`src/common/mmu_pkg.sv`:
```
package mmu_pkg;

    // widths
    localparam int XLEN       = 32;
    localparam int VPPN_W     = 19;
    localparam int PPN_W      = 20;
    localparam int ASID_W     = 10;
    localparam int SEG_W      = 3;
    localparam int PAGE_OFS_W = 12;

    // tlb geometry
    localparam int TLB_NUM   = 16;
    localparam int TLB_IDX_W = 4;

    typedef logic [XLEN-1:0]      word_t;
    typedef logic [XLEN-1:0]      vaddr_t;
    typedef logic [XLEN-1:0]      paddr_t;
    typedef logic [XLEN/8-1:0]    wstrb_t;
    typedef logic [VPPN_W-1:0]    vppn_t;
    typedef logic [PPN_W-1:0]     ppn_t;
    typedef logic [ASID_W-1:0]    asid_t;
    typedef logic [TLB_IDX_W-1:0] tlb_idx_t;
    typedef logic [SEG_W-1:0]     seg_t;

    // one entry covers an even/odd pair of 4 KB pages
    typedef struct packed {
        logic  e;
        vppn_t vppn;
        asid_t asid;
        logic  g;
        ppn_t  ppn0;
        logic  v0;
        ppn_t  ppn1;
        logic  v1;
    } tlb_entry_t;

endpackage

```
`src/tlb/tlb.sv`:
```
`timescale 1ns/1ps

module tlb (
    input  logic               clk,
    input  logic               rst,
    input  mmu_pkg::asid_t     asid,
    // search port 0 for fetch
    input  mmu_pkg::vppn_t     s0_vppn,
    input  logic               s0_va_bit12,
    output logic               s0_found,
    output mmu_pkg::ppn_t      s0_ppn,
    output logic               s0_v,
    // search port 1 for load/store
    input  mmu_pkg::vppn_t     s1_vppn,
    input  logic               s1_va_bit12,
    output logic               s1_found,
    output mmu_pkg::ppn_t      s1_ppn,
    output logic               s1_v,
    // write port
    input  logic               we,
    input  mmu_pkg::tlb_idx_t  w_index,
    input  logic               w_e,
    input  mmu_pkg::vppn_t     w_vppn,
    input  mmu_pkg::asid_t     w_asid,
    input  logic               w_g,
    input  mmu_pkg::ppn_t      w_ppn0,
    input  logic               w_v0,
    input  mmu_pkg::ppn_t      w_ppn1,
    input  logic               w_v1
);

    import mmu_pkg::*;

    tlb_entry_t tlb_mem [TLB_NUM];

    function automatic logic entry_hit(tlb_entry_t ent, vppn_t vppn, asid_t cur_asid);
        return ent.e && (ent.vppn == vppn) && (ent.g || (ent.asid == cur_asid));
    endfunction

    // reset invalidates every entry
    always_ff @(posedge clk) begin
        if (rst) begin
            for (int i = 0; i < TLB_NUM; i++) begin
                tlb_mem[i].e <= 1'b0;
            end
        end else if (we) begin
            tlb_mem[w_index] <= '{
                e:    w_e,
                vppn: w_vppn,
                asid: w_asid,
                g:    w_g,
                ppn0: w_ppn0,
                v0:   w_v0,
                ppn1: w_ppn1,
                v1:   w_v1
            };
        end
    end

    // bit 12 picks the odd page of the pair
    always_comb begin
        s0_found = 1'b0;
        s0_ppn   = '0;
        s0_v     = 1'b0;
        for (int i = 0; i < TLB_NUM; i++) begin
            if (entry_hit(tlb_mem[i], s0_vppn, asid)) begin
                s0_found = 1'b1;
                s0_ppn   = s0_va_bit12 ? tlb_mem[i].ppn1 : tlb_mem[i].ppn0;
                s0_v     = s0_va_bit12 ? tlb_mem[i].v1 : tlb_mem[i].v0;
            end
        end
    end

    always_comb begin
        s1_found = 1'b0;
        s1_ppn   = '0;
        s1_v     = 1'b0;
        for (int i = 0; i < TLB_NUM; i++) begin
            if (entry_hit(tlb_mem[i], s1_vppn, asid)) begin
                s1_found = 1'b1;
                s1_ppn   = s1_va_bit12 ? tlb_mem[i].ppn1 : tlb_mem[i].ppn0;
                s1_v     = s1_va_bit12 ? tlb_mem[i].v1 : tlb_mem[i].v0;
            end
        end
    end

endmodule

```
`src/design/access_port.sv`:
```
`timescale 1ns/1ps

module access_port (
    input  logic            clk,
    input  logic            rst,
    // client side
    input  logic            valid,
    input  logic            wr,
    input  mmu_pkg::vaddr_t vaddr,
    input  mmu_pkg::wstrb_t wstrb,
    input  mmu_pkg::word_t  wdata,
    output logic            busy,
    output logic            done,
    output logic            fault,
    output mmu_pkg::word_t  rdata,
    // translation config
    input  logic            direct_addr,
    input  logic            dmw0_en,
    input  mmu_pkg::seg_t   dmw0_vseg,
    input  mmu_pkg::seg_t   dmw0_pseg,
    input  logic            dmw1_en,
    input  mmu_pkg::seg_t   dmw1_vseg,
    input  mmu_pkg::seg_t   dmw1_pseg,
    // tlb search port
    output mmu_pkg::vppn_t  tlb_vppn,
    output logic            tlb_va_bit12,
    input  logic            tlb_found,
    input  logic            tlb_v,
    input  mmu_pkg::ppn_t   tlb_ppn,
    // request side toward the arbiter
    output logic            req,
    output logic            req_wr,
    output mmu_pkg::paddr_t req_addr,
    output mmu_pkg::wstrb_t req_wstrb,
    output mmu_pkg::word_t  req_wdata,
    input  logic            addr_ok,
    input  logic            data_ok,
    input  mmu_pkg::word_t  rdata_in
);

    import mmu_pkg::*;

    typedef enum logic [1:0] {
        ST_IDLE,
        ST_REQ,
        ST_WAIT
    } state_t;

    state_t state;
    vaddr_t vaddr_q;
    logic   wr_q;
    wstrb_t wstrb_q;
    word_t  wdata_q;
    word_t  rdata_q;
    logic   done_q;
    paddr_t paddr;
    logic   xlate_fault;
    seg_t   va_seg;

    // access captured on the valid strobe
    always_ff @(posedge clk) begin
        if (state == ST_IDLE && valid) begin
            vaddr_q <= vaddr;
            wr_q    <= wr;
            wstrb_q <= wstrb;
            wdata_q <= wdata;
        end
        if (state == ST_WAIT && data_ok) begin
            rdata_q <= rdata_in;
        end
    end

    assign va_seg       = vaddr_q[XLEN-1 -: SEG_W];
    assign tlb_vppn     = vaddr_q[XLEN-1 -: VPPN_W];
    assign tlb_va_bit12 = vaddr_q[PAGE_OFS_W];

    // direct, then dmw0, then dmw1, then tlb
    always_comb begin
        xlate_fault = 1'b0;
        if (direct_addr) begin
            paddr = vaddr_q;
        end else if (dmw0_en && dmw0_vseg == va_seg) begin
            paddr = {dmw0_pseg, vaddr_q[XLEN-SEG_W-1:0]};
        end else if (dmw1_en && dmw1_vseg == va_seg) begin
            paddr = {dmw1_pseg, vaddr_q[XLEN-SEG_W-1:0]};
        end else begin
            paddr       = {tlb_ppn, vaddr_q[PAGE_OFS_W-1:0]};
            xlate_fault = !(tlb_found && tlb_v);
        end
    end

    always_ff @(posedge clk) begin
        if (rst) begin
            state  <= ST_IDLE;
            done_q <= 1'b0;
        end else begin
            done_q <= (state == ST_WAIT) && data_ok;
            case (state)
                ST_IDLE: if (valid) state <= ST_REQ;
                ST_REQ: begin
                    if (xlate_fault) begin
                        state <= ST_IDLE;
                    end else if (addr_ok) begin
                        state <= ST_WAIT;
                    end
                end
                ST_WAIT: if (data_ok) state <= ST_IDLE;
                default: state <= ST_IDLE;
            endcase
        end
    end

    // fault only in the first request cycle, before anything reaches the bus
    assign fault     = (state == ST_REQ) && xlate_fault;
    assign req       = (state == ST_REQ) && !xlate_fault;
    assign req_wr    = wr_q;
    assign req_addr  = paddr;
    assign req_wstrb = wstrb_q;
    assign req_wdata = wdata_q;

    assign busy  = (state != ST_IDLE) || done_q;
    assign done  = done_q;
    assign rdata = rdata_q;

endmodule

```
`src/design/bus_arbiter.sv`:
```
`timescale 1ns/1ps

module bus_arbiter (
    input  logic            clk,
    input  logic            rst,
    // fetch port, read only
    input  logic            f_req,
    input  mmu_pkg::paddr_t f_addr,
    output logic            f_addr_ok,
    output logic            f_data_ok,
    // data port
    input  logic            d_req,
    input  logic            d_wr,
    input  mmu_pkg::paddr_t d_addr,
    input  mmu_pkg::wstrb_t d_wstrb,
    input  mmu_pkg::word_t  d_wdata,
    output logic            d_addr_ok,
    output logic            d_data_ok,
    // shared sram bus
    output logic            sram_req,
    output logic            sram_wr,
    output mmu_pkg::paddr_t sram_addr,
    output mmu_pkg::wstrb_t sram_wstrb,
    output mmu_pkg::word_t  sram_wdata,
    input  logic            sram_addr_ok,
    input  logic            sram_data_ok
);

    logic outstanding;
    logic pending;
    // owner high means the data port
    logic owner;
    logic sel_d;

    // a request already on the bus keeps its grant until addr_ok
    assign sel_d    = pending ? owner : d_req;
    assign sram_req = !outstanding && (pending || d_req || f_req);

    assign sram_wr    = sel_d && d_wr;
    assign sram_addr  = sel_d ? d_addr : f_addr;
    assign sram_wstrb = sel_d ? d_wstrb : '0;
    assign sram_wdata = d_wdata;

    assign d_addr_ok = sram_req && sram_addr_ok && sel_d;
    assign f_addr_ok = sram_req && sram_addr_ok && !sel_d;
    assign d_data_ok = outstanding && sram_data_ok && owner;
    assign f_data_ok = outstanding && sram_data_ok && !owner;

    always_ff @(posedge clk) begin
        if (rst) begin
            outstanding <= 1'b0;
            pending     <= 1'b0;
            owner       <= 1'b0;
        end else begin
            if (outstanding && sram_data_ok) begin
                outstanding <= 1'b0;
            end
            if (sram_req) begin
                owner <= sel_d;
                if (sram_addr_ok) begin
                    pending     <= 1'b0;
                    outstanding <= 1'b1;
                end else begin
                    pending <= 1'b1;
                end
            end
        end
    end

endmodule

```
`src/design/core_mem_top.sv`:
```
`timescale 1ns/1ps

module core_mem_top (
    input  logic              clk,
    input  logic              rst,
    // translation config
    input  logic              direct_addr,
    input  logic              dmw0_en,
    input  mmu_pkg::seg_t     dmw0_vseg,
    input  mmu_pkg::seg_t     dmw0_pseg,
    input  logic              dmw1_en,
    input  mmu_pkg::seg_t     dmw1_vseg,
    input  mmu_pkg::seg_t     dmw1_pseg,
    input  mmu_pkg::asid_t    asid,
    // tlb write port
    input  logic              tlb_we,
    input  mmu_pkg::tlb_idx_t w_index,
    input  logic              w_e,
    input  mmu_pkg::vppn_t    w_vppn,
    input  mmu_pkg::asid_t    w_asid,
    input  logic              w_g,
    input  mmu_pkg::ppn_t     w_ppn0,
    input  logic              w_v0,
    input  mmu_pkg::ppn_t     w_ppn1,
    input  logic              w_v1,
    // fetch client
    input  logic              fetch_valid,
    input  mmu_pkg::vaddr_t   fetch_vaddr,
    output logic              fetch_busy,
    output logic              fetch_done,
    output logic              fetch_fault,
    output mmu_pkg::word_t    fetch_rdata,
    // data client
    input  logic              data_valid,
    input  logic              data_wr,
    input  mmu_pkg::wstrb_t   data_wstrb,
    input  mmu_pkg::vaddr_t   data_vaddr,
    input  mmu_pkg::word_t    data_wdata,
    output logic              data_busy,
    output logic              data_done,
    output logic              data_fault,
    output mmu_pkg::word_t    data_rdata,
    // shared sram bus
    output logic              sram_req,
    output logic              sram_wr,
    output mmu_pkg::paddr_t   sram_addr,
    output mmu_pkg::wstrb_t   sram_wstrb,
    output mmu_pkg::word_t    sram_wdata,
    input  logic              sram_addr_ok,
    input  logic              sram_data_ok,
    input  mmu_pkg::word_t    sram_rdata
);

    import mmu_pkg::*;

    // tlb search, port 0 fetch and port 1 data
    vppn_t  s0_vppn;
    logic   s0_va_bit12;
    logic   s0_found;
    ppn_t   s0_ppn;
    logic   s0_v;
    vppn_t  s1_vppn;
    logic   s1_va_bit12;
    logic   s1_found;
    ppn_t   s1_ppn;
    logic   s1_v;

    logic   f_req;
    paddr_t f_addr;
    logic   f_addr_ok;
    logic   f_data_ok;
    logic   d_req;
    logic   d_wr;
    paddr_t d_addr;
    wstrb_t d_wstrb;
    word_t  d_wdata;
    logic   d_addr_ok;
    logic   d_data_ok;

    tlb i_tlb (
        .clk        (clk),
        .rst        (rst),
        .asid       (asid),
        .s0_vppn    (s0_vppn),
        .s0_va_bit12(s0_va_bit12),
        .s0_found   (s0_found),
        .s0_ppn     (s0_ppn),
        .s0_v       (s0_v),
        .s1_vppn    (s1_vppn),
        .s1_va_bit12(s1_va_bit12),
        .s1_found   (s1_found),
        .s1_ppn     (s1_ppn),
        .s1_v       (s1_v),
        .we         (tlb_we),
        .w_index    (w_index),
        .w_e        (w_e),
        .w_vppn     (w_vppn),
        .w_asid     (w_asid),
        .w_g        (w_g),
        .w_ppn0     (w_ppn0),
        .w_v0       (w_v0),
        .w_ppn1     (w_ppn1),
        .w_v1       (w_v1)
    );

    // fetch never writes
    access_port i_fetch_port (
        .clk         (clk),
        .rst         (rst),
        .valid       (fetch_valid),
        .wr          (1'b0),
        .vaddr       (fetch_vaddr),
        .wstrb       ('0),
        .wdata       ('0),
        .busy        (fetch_busy),
        .done        (fetch_done),
        .fault       (fetch_fault),
        .rdata       (fetch_rdata),
        .direct_addr (direct_addr),
        .dmw0_en     (dmw0_en),
        .dmw0_vseg   (dmw0_vseg),
        .dmw0_pseg   (dmw0_pseg),
        .dmw1_en     (dmw1_en),
        .dmw1_vseg   (dmw1_vseg),
        .dmw1_pseg   (dmw1_pseg),
        .tlb_vppn    (s0_vppn),
        .tlb_va_bit12(s0_va_bit12),
        .tlb_found   (s0_found),
        .tlb_v       (s0_v),
        .tlb_ppn     (s0_ppn),
        .req         (f_req),
        .req_wr      (),
        .req_addr    (f_addr),
        .req_wstrb   (),
        .req_wdata   (),
        .addr_ok     (f_addr_ok),
        .data_ok     (f_data_ok),
        .rdata_in    (sram_rdata)
    );

    access_port i_data_port (
        .clk         (clk),
        .rst         (rst),
        .valid       (data_valid),
        .wr          (data_wr),
        .vaddr       (data_vaddr),
        .wstrb       (data_wstrb),
        .wdata       (data_wdata),
        .busy        (data_busy),
        .done        (data_done),
        .fault       (data_fault),
        .rdata       (data_rdata),
        .direct_addr (direct_addr),
        .dmw0_en     (dmw0_en),
        .dmw0_vseg   (dmw0_vseg),
        .dmw0_pseg   (dmw0_pseg),
        .dmw1_en     (dmw1_en),
        .dmw1_vseg   (dmw1_vseg),
        .dmw1_pseg   (dmw1_pseg),
        .tlb_vppn    (s1_vppn),
        .tlb_va_bit12(s1_va_bit12),
        .tlb_found   (s1_found),
        .tlb_v       (s1_v),
        .tlb_ppn     (s1_ppn),
        .req         (d_req),
        .req_wr      (d_wr),
        .req_addr    (d_addr),
        .req_wstrb   (d_wstrb),
        .req_wdata   (d_wdata),
        .addr_ok     (d_addr_ok),
        .data_ok     (d_data_ok),
        .rdata_in    (sram_rdata)
    );

    bus_arbiter i_bus_arbiter (
        .clk         (clk),
        .rst         (rst),
        .f_req       (f_req),
        .f_addr      (f_addr),
        .f_addr_ok   (f_addr_ok),
        .f_data_ok   (f_data_ok),
        .d_req       (d_req),
        .d_wr        (d_wr),
        .d_addr      (d_addr),
        .d_wstrb     (d_wstrb),
        .d_wdata     (d_wdata),
        .d_addr_ok   (d_addr_ok),
        .d_data_ok   (d_data_ok),
        .sram_req    (sram_req),
        .sram_wr     (sram_wr),
        .sram_addr   (sram_addr),
        .sram_wstrb  (sram_wstrb),
        .sram_wdata  (sram_wdata),
        .sram_addr_ok(sram_addr_ok),
        .sram_data_ok(sram_data_ok)
    );

endmodule

```
`config.mk`:
```
export PLATFORM = sky130hd
export DESIGN_NAME = core_mem_top
export DESIGN_NICKNAME = d
export VERILOG_FILES = /design/src/common/mmu_pkg.sv /design/src/tlb/tlb.sv /design/src/design/access_port.sv /design/src/design/bus_arbiter.sv /design/src/design/core_mem_top.sv
export SDC_FILE = /design/constraint.sdc
export NUM_CORES = 2
export LEC_CHECK = 0
export ABC_CLOCK_PERIOD_IN_PS = 21800
export BUFFER_PORTS_ARGS = -buffer_cell sky130_fd_sc_hd__buf_4
export CAP_MARGIN = 20
export CORE_ASPECT_RATIO = 1.25
export CORE_UTILIZATION = 31
export CTS_CLUSTER_DIAMETER = 40
export DETAILED_ROUTE_END_ITERATION = 8
export GPL_ROUTABILITY_DRIVEN = 1
export PLACE_DENSITY_LB_ADDON = 0.3
export REMOVE_ABC_BUFFERS = 1
export SLEW_MARGIN = 25
export SYNTH_ARGS = -nofsm -noshare
export SYNTH_HDL_FRONTEND = slang
export SYNTH_HIERARCHICAL = 1
export SYNTH_SLANG_ARGS = --single-unit
```
`constraint.sdc`:
```
create_clock -name clk -period 21.8 [get_ports clk]
set_input_delay 2.18 -clock clk [delete_from_list [all_inputs] [get_ports clk]]
set_output_delay 2.18 -clock clk [all_outputs]
set_load 0.1 [all_outputs]
```
Word level (Yosys, flattened, before mapping)
Memory sizes are Yosys's and may differ from the RTL's.
Cells that the tools add are included.
{ "word_totals": {"n_memories": 1, "in_bits": 242, "ram_bits": 1168, "out_inout_bits": 140, "elab_cells": 394, "regBits": 174} }
{ "memory_table": {"columns": ["name", "words", "word_bits", "rd", "rd_ports_with_merged_regs", "write_ports", "line", "rtl"], "rows": [
  ["i_tlb.tlb_mem", 16, 73, 16, 0, 16, "tlb.sv:34", "tlb_entry_t tlb_mem [TLB_NUM];"]
]} }
{ "classes": {"reduce_logical": 120, "muxes": 197, "n_eq_ne": 62} }
{ "op_table": {"columns": ["cell", "count"], "rows": [
  ["2-to-1 mux 20 bit", 64],
  ["equality test 19 bit", 32],
  ["2-to-1 mux 32 bit", 7],
  ["equality test 10 bit", 16],
  ["2-to-1 mux 1 bit", 112],
  ["logical AND 1 bit", 86],
  ["2-to-1 mux 73 bit", 1],
  ["OR reduction 73 bit", 1],
  ["logical OR 1 bit", 20],
  ["2-to-1 mux 2 bit", 9],
  ["equality test 3 bit", 4],
  ["case mux 2 bit (3 select lines)", 2],
  ["2-to-1 mux 4 bit", 2],
  ["logical NOT 1 bit", 7],
  ["!= test 3 x 2 -> 1 bit, second input constant", 2],
  ["AND reduction 3 bit", 2],
  ["equality test 2 x 1 -> 1 bit, second input constant", 2],
  ["equality test 2 bit, second input constant", 2],
  ["logical NOT 2 bit", 2],
  ["!= test 2 x 1 -> 1 bit, second input constant", 2],
  ["!= test 2 bit, second input constant", 2],
  ["nonzero test 2 bit", 2]
]} }

Logic depth before layout (Yosys ltp)
An unclocked memory read counts as a cell.
{ "depth": {"word_depth": 35, "ltp_mapped": 22, "depth_no_buf": 17} }

Cells and area by module
The synthesis kept the hierarchy.
{ "modules_own_cells": {"columns": ["module", "seq_area_each_um2", "area_each_um2", "n_inst", "cells_per_inst"], "rows": [
  ["tlb", 35073.6, 58298.4, 1, 4239],
  ["access_port", 3093.0, 3656.0, 2, 169],
  ["bus_arbiter", 60.1, 850.8, 1, 94],
  ["core_mem_top", 0.0, 3.8, 1, 1]
]} }

Worst setup path after synthesis
No wires, ideal clock.
{ "synth_timing": {"path_type": "input to output", "start": "input port asid[3]", "end": "output port data_fault", "required_ps": 19620, "t_arrival_ps": 6556, "path_stages": 14, "slack_ps": 13064, "n_path_buf": 3, "cell_sequence": "buf_2 -> buf_6 -> xnor2_1 -> nand3_1 -> o31ai_2 -> nand3_2 -> and3_1 -> and3_1 -> buf_2 -> a311o_1 -> o221ai_1 -> a21oi_1 -> nand2_1 -> nor3b_1"} }
{ "synth_via": {"elab_chain_cells": 25, "elab_cells_between_ends": 86, "classes_between": "eq/ne (16); mux (35); reduce/logical (35)"} }
{ "synth_lines": {"columns": ["element", "line", "rtl"], "rows": [
  ["start: declaration", "core_mem_top.sv:14", "input mmu_pkg::asid_t asid,"],
  ["equality test 10 bit", "tlb.sv:37", "return ent.e && (ent.vppn == vppn) && (ent.g || (ent.asid == cur_asid));"],
  ["logical OR 1 bit", "tlb.sv:37", null],
  ["logical AND 1 bit", "tlb.sv:37", null],
  ["2-to-1 mux 1 bit (15 in a row)", "tlb.sv:79", "if (entry_hit(tlb_mem[i], s1_vppn, asid)) begin"],
  ["2-to-1 mux 1 bit (*)", "tlb.sv:79", null],
  ["via s1_v", "core_mem_top.sv:66", "logic s1_v;"],
  ["logical AND 1 bit (*)", "access_port.sv:88", "xlate_fault = !(tlb_found && tlb_v);"],
  ["logical NOT 1 bit (*)", "access_port.sv:88", null],
  ["2-to-1 mux 1 bit (*)", "access_port.sv:84", "end else if (dmw1_en && dmw1_vseg == va_seg) begin"],
  ["2-to-1 mux 1 bit (*)", "access_port.sv:82", "end else if (dmw0_en && dmw0_vseg == va_seg) begin"],
  ["2-to-1 mux 1 bit (*)", "access_port.sv:80", "if (direct_addr) begin"],
  ["logical AND 1 bit (*)", "access_port.sv:114", "assign fault = (state == ST_REQ) && xlate_fault;"],
  ["end: declaration", "core_mem_top.sv:41", "output logic data_fault,"]
]} }
The timed path passes the listed nets; every way through them passes the cells marked *.

Worst setup path in the final report
{ "layout_timing": {"start": "input port asid[9]", "end": "output port sram_addr[22]"} }
{ "layout_via": {"elab_chain_cells": 28, "elab_cells_between_ends": 143, "classes_between": "eq/ne (16); mux (75); reduce/logical (52)"} }
{ "layout_lines": {"columns": ["element", "line", "rtl"], "rows": [
  ["equality test 10 bit", "tlb.sv:37", null],
  ["logical OR 1 bit", "tlb.sv:37", null],
  ["logical AND 1 bit", "tlb.sv:37", null],
  ["2-to-1 mux 1 bit (15 in a row)", "tlb.sv:79", null],
  ["2-to-1 mux 1 bit (*)", "tlb.sv:79", null],
  ["via s1_v", "core_mem_top.sv:66", null],
  ["logical AND 1 bit (*)", "access_port.sv:88", null],
  ["logical NOT 1 bit (*)", "access_port.sv:88", null],
  ["2-to-1 mux 1 bit (*)", "access_port.sv:84", null],
  ["2-to-1 mux 1 bit (*)", "access_port.sv:82", null],
  ["2-to-1 mux 1 bit (*)", "access_port.sv:80", null],
  ["logical NOT 1 bit (*)", "access_port.sv:115", "assign req = (state == ST_REQ) && !xlate_fault;"],
  ["logical AND 1 bit (*)", "access_port.sv:115", null],
  ["via d_req", "core_mem_top.sv:72", "logic d_req;"],
  ["2-to-1 mux 1 bit (*)", "bus_arbiter.sv:36", "assign sel_d = pending ? owner : d_req;"],
  ["2-to-1 mux 32 bit (*)", "bus_arbiter.sv:40", "assign sram_addr = sel_d ? d_addr : f_addr;"],
  ["end: declaration", "core_mem_top.sv:46", "output mmu_pkg::paddr_t sram_addr,"]
]} }
Marked as above.

==> flow_summary.toml <==
[sta]
setup_tns_ns = 0
finalMaxSlewViolations = 0
setup_viol = 0
max-slew-margin-rel_pct = 27.5
grt_setup_unrepaired = "false"
tightestPinTransition_ns = 1.08
hold_viol_final = 0
skew_ns = 0.0189
fin_crit_ns = 10.19
finalCritPeriodShare_pct = 46.7
max_freq_ghz = 0.0981
layout_setup_ws_ns = 11.61

[cts]
cts_buffers = 158
postCtsResizedCells = 0
max-clock-path-buffers = 3
clock_sinks = 1342
tritoncts = "yes"
clockRootBuffer = "clkbuf_16"
clk_transition_reported_paths_ns = 0.06
htree_levels = 4
post_cts_buffers = 0
holdBufCountCts = 0
clock_latency_ns = 0.81

[setup_path]
endpoint_kind = "primary output"
r2r_end = "i_fetch_port/state[1]"
worstSetupPathType = "in2out"
start_kind = "input pin"
ff2ff_path_depth = 21
crit_start = "asid[9]"
crit_fanout = 35
r2r_start = "i_data_port/vaddr_q[30]"
worstPathRequired_ns = 19.62
arrival_ns = 8.01
setup.worst_path.end = "sram_addr[22]"
worst-r2r-setup-slack_ns = 15.31

[final_layout]
layout_commonest_cell = "edfxtp_1"
fillers = 19900
seqCellArea_um2 = 40200
syn2layout_area_growth_pct = 16.9
final_layout_size_suffix_gt1_share_pct = 20.7
stdcell_area_um2 = 76400
layout.cells.most_common_list = "1333 x edfxtp_1, 558 x xnor2_1, 514 x buf_4, 508 x mux2i_1, 222 x xor2_1"
final_core_util_pct = 36.4
multi_input_area_um2 = 23400
finalNonFillerCells = 7850
nNetsFinal = 5204

[global_routing]
first_global_vias = 43000
grt_pass1_wl_um = 323000
antenna_found_initial = 22
overflow = 0
grt_start_max_net_pins = 127
grt_usage_pct = 21.5

[die]
core-area_um2 = 210000
die_w_um = 413
die_h_um = 515
std_cell_rows = 188
dieArea_um2 = 213000
start_util_pct = 31.2
ioPinCount = 382

[pwr]
ir_drop_mv = 0.0647
leakagePower_nw = 25.5
p_per_area_nw_per_um2 = 80.2

[synth]
yosys_warnings = 6
netlist_area_um2 = 65400
avgSynthCellArea_um2 = 14.1
synth_cells = 4634

[hold_path]
hold_path.class = "reg2reg"
hp-start = "i_fetch_port/state[0]"

[drt]
vias = 42700
wl_um = 235000
drt_iter0_drc = 4408
drt_pass1_iterations = 6
wl_per_cell_um = 29.9
vias_per_cell = 5.44
drc = 0
ant_nets = 0

[outcome]
status = "finished, final reports clean"

[placement]
hpwl_um = 143000
io_buffers = 381
dpl_worst_slack_ns = 11.63
gp_congestion = 0.846
dp.cells = 7553
placed_cell_area_um2 = 71100

[job]
max-cap-violations = 0
[worst min-delay path by stage]
stage                            end  slack, ns  cells past startpoint
2_1_floorplan    i_bus_arbiter/owner       0.47                      2
3_3_place_gp     i_bus_arbiter/owner       0.55                      2
3_5_place_dp    i_data_port/state[0]       0.56                      1
4_1_cts         i_data_port/state[0]       0.57                      1
5_1_grt          i_bus_arbiter/owner       0.62                      2
6_report       i_fetch_port/state[0]       0.57                      1
[registers in the layout (all words and copies together) (netlist names), 4 cells and up]
name and cells:
i_data_port/req_wdata 32, i_data_port/req_wstrb 4, i_data_port/rdata 32, i_fetch_port/rdata 32, i_fetch_port/vaddr_q 32, i_tlb/tlb_mem 1168, i_data_port/vaddr_q 32
[critical path, cell delays in order]
cell and delay, ns:
buf_4 0.32, xnor2_1 0.16, nand4_1 0.13, o31ai_2 0.82
nand3_2 0.14, buf_4 0.33, and3_1 0.44, buf_4 0.32
and3_1 0.24, a311o_1 0.26, o221ai_1 0.18, a21oi_1 0.11
nand2_1 0.20, a21oi_1 0.19, mux2i_4 0.54, buf_4 0.65
mux2_2 0.42, buf_4 0.23
[where the power goes]
group | leakage, nW | switching [mW] | internal [mW] | total (mW)
combinational | 10.9 | 0.391 | 0.186 | 0.578
clock | 2.51 | 1.12 | 1.53 | 2.64
sequential | 12.1 | 0.0210 | 2.88 | 2.90
[stage by stage]
step | hold WS, ns | power (mW)
2_1_floorplan | 0.470 | 3.38
3_3_place_gp | 0.547 | 3.53
3_5_place_dp | 0.555 | 3.53
4_1_cts | 0.569 | 6.17
5_1_grt | 0.615 | 6.28
6_report | 0.573 | 6.13
[area by class of cell]
cell class,count,share of cell area [%]
inverter,10,0.0491
multi-input combinational,2926,30.7
sequential,1342,52.6
antenna,7,0.0229
clock inverter,103,1.32
tap,2755,4.51
clock buffer,183,5.44
timing repair buffer,524,5.35
[routing by layer]
| layer | track usage (%) | share of wire, % |
|---|---|---|
| met4 | 9.40 | 4.4 |
| met3 | 3.80 | 6.9 |
| met1 | 26.3 | 39 |
| met5 | 0 | 0.044 |
| met2 | 36.6 | 49 |
Power figures use the tool's default switching activity.
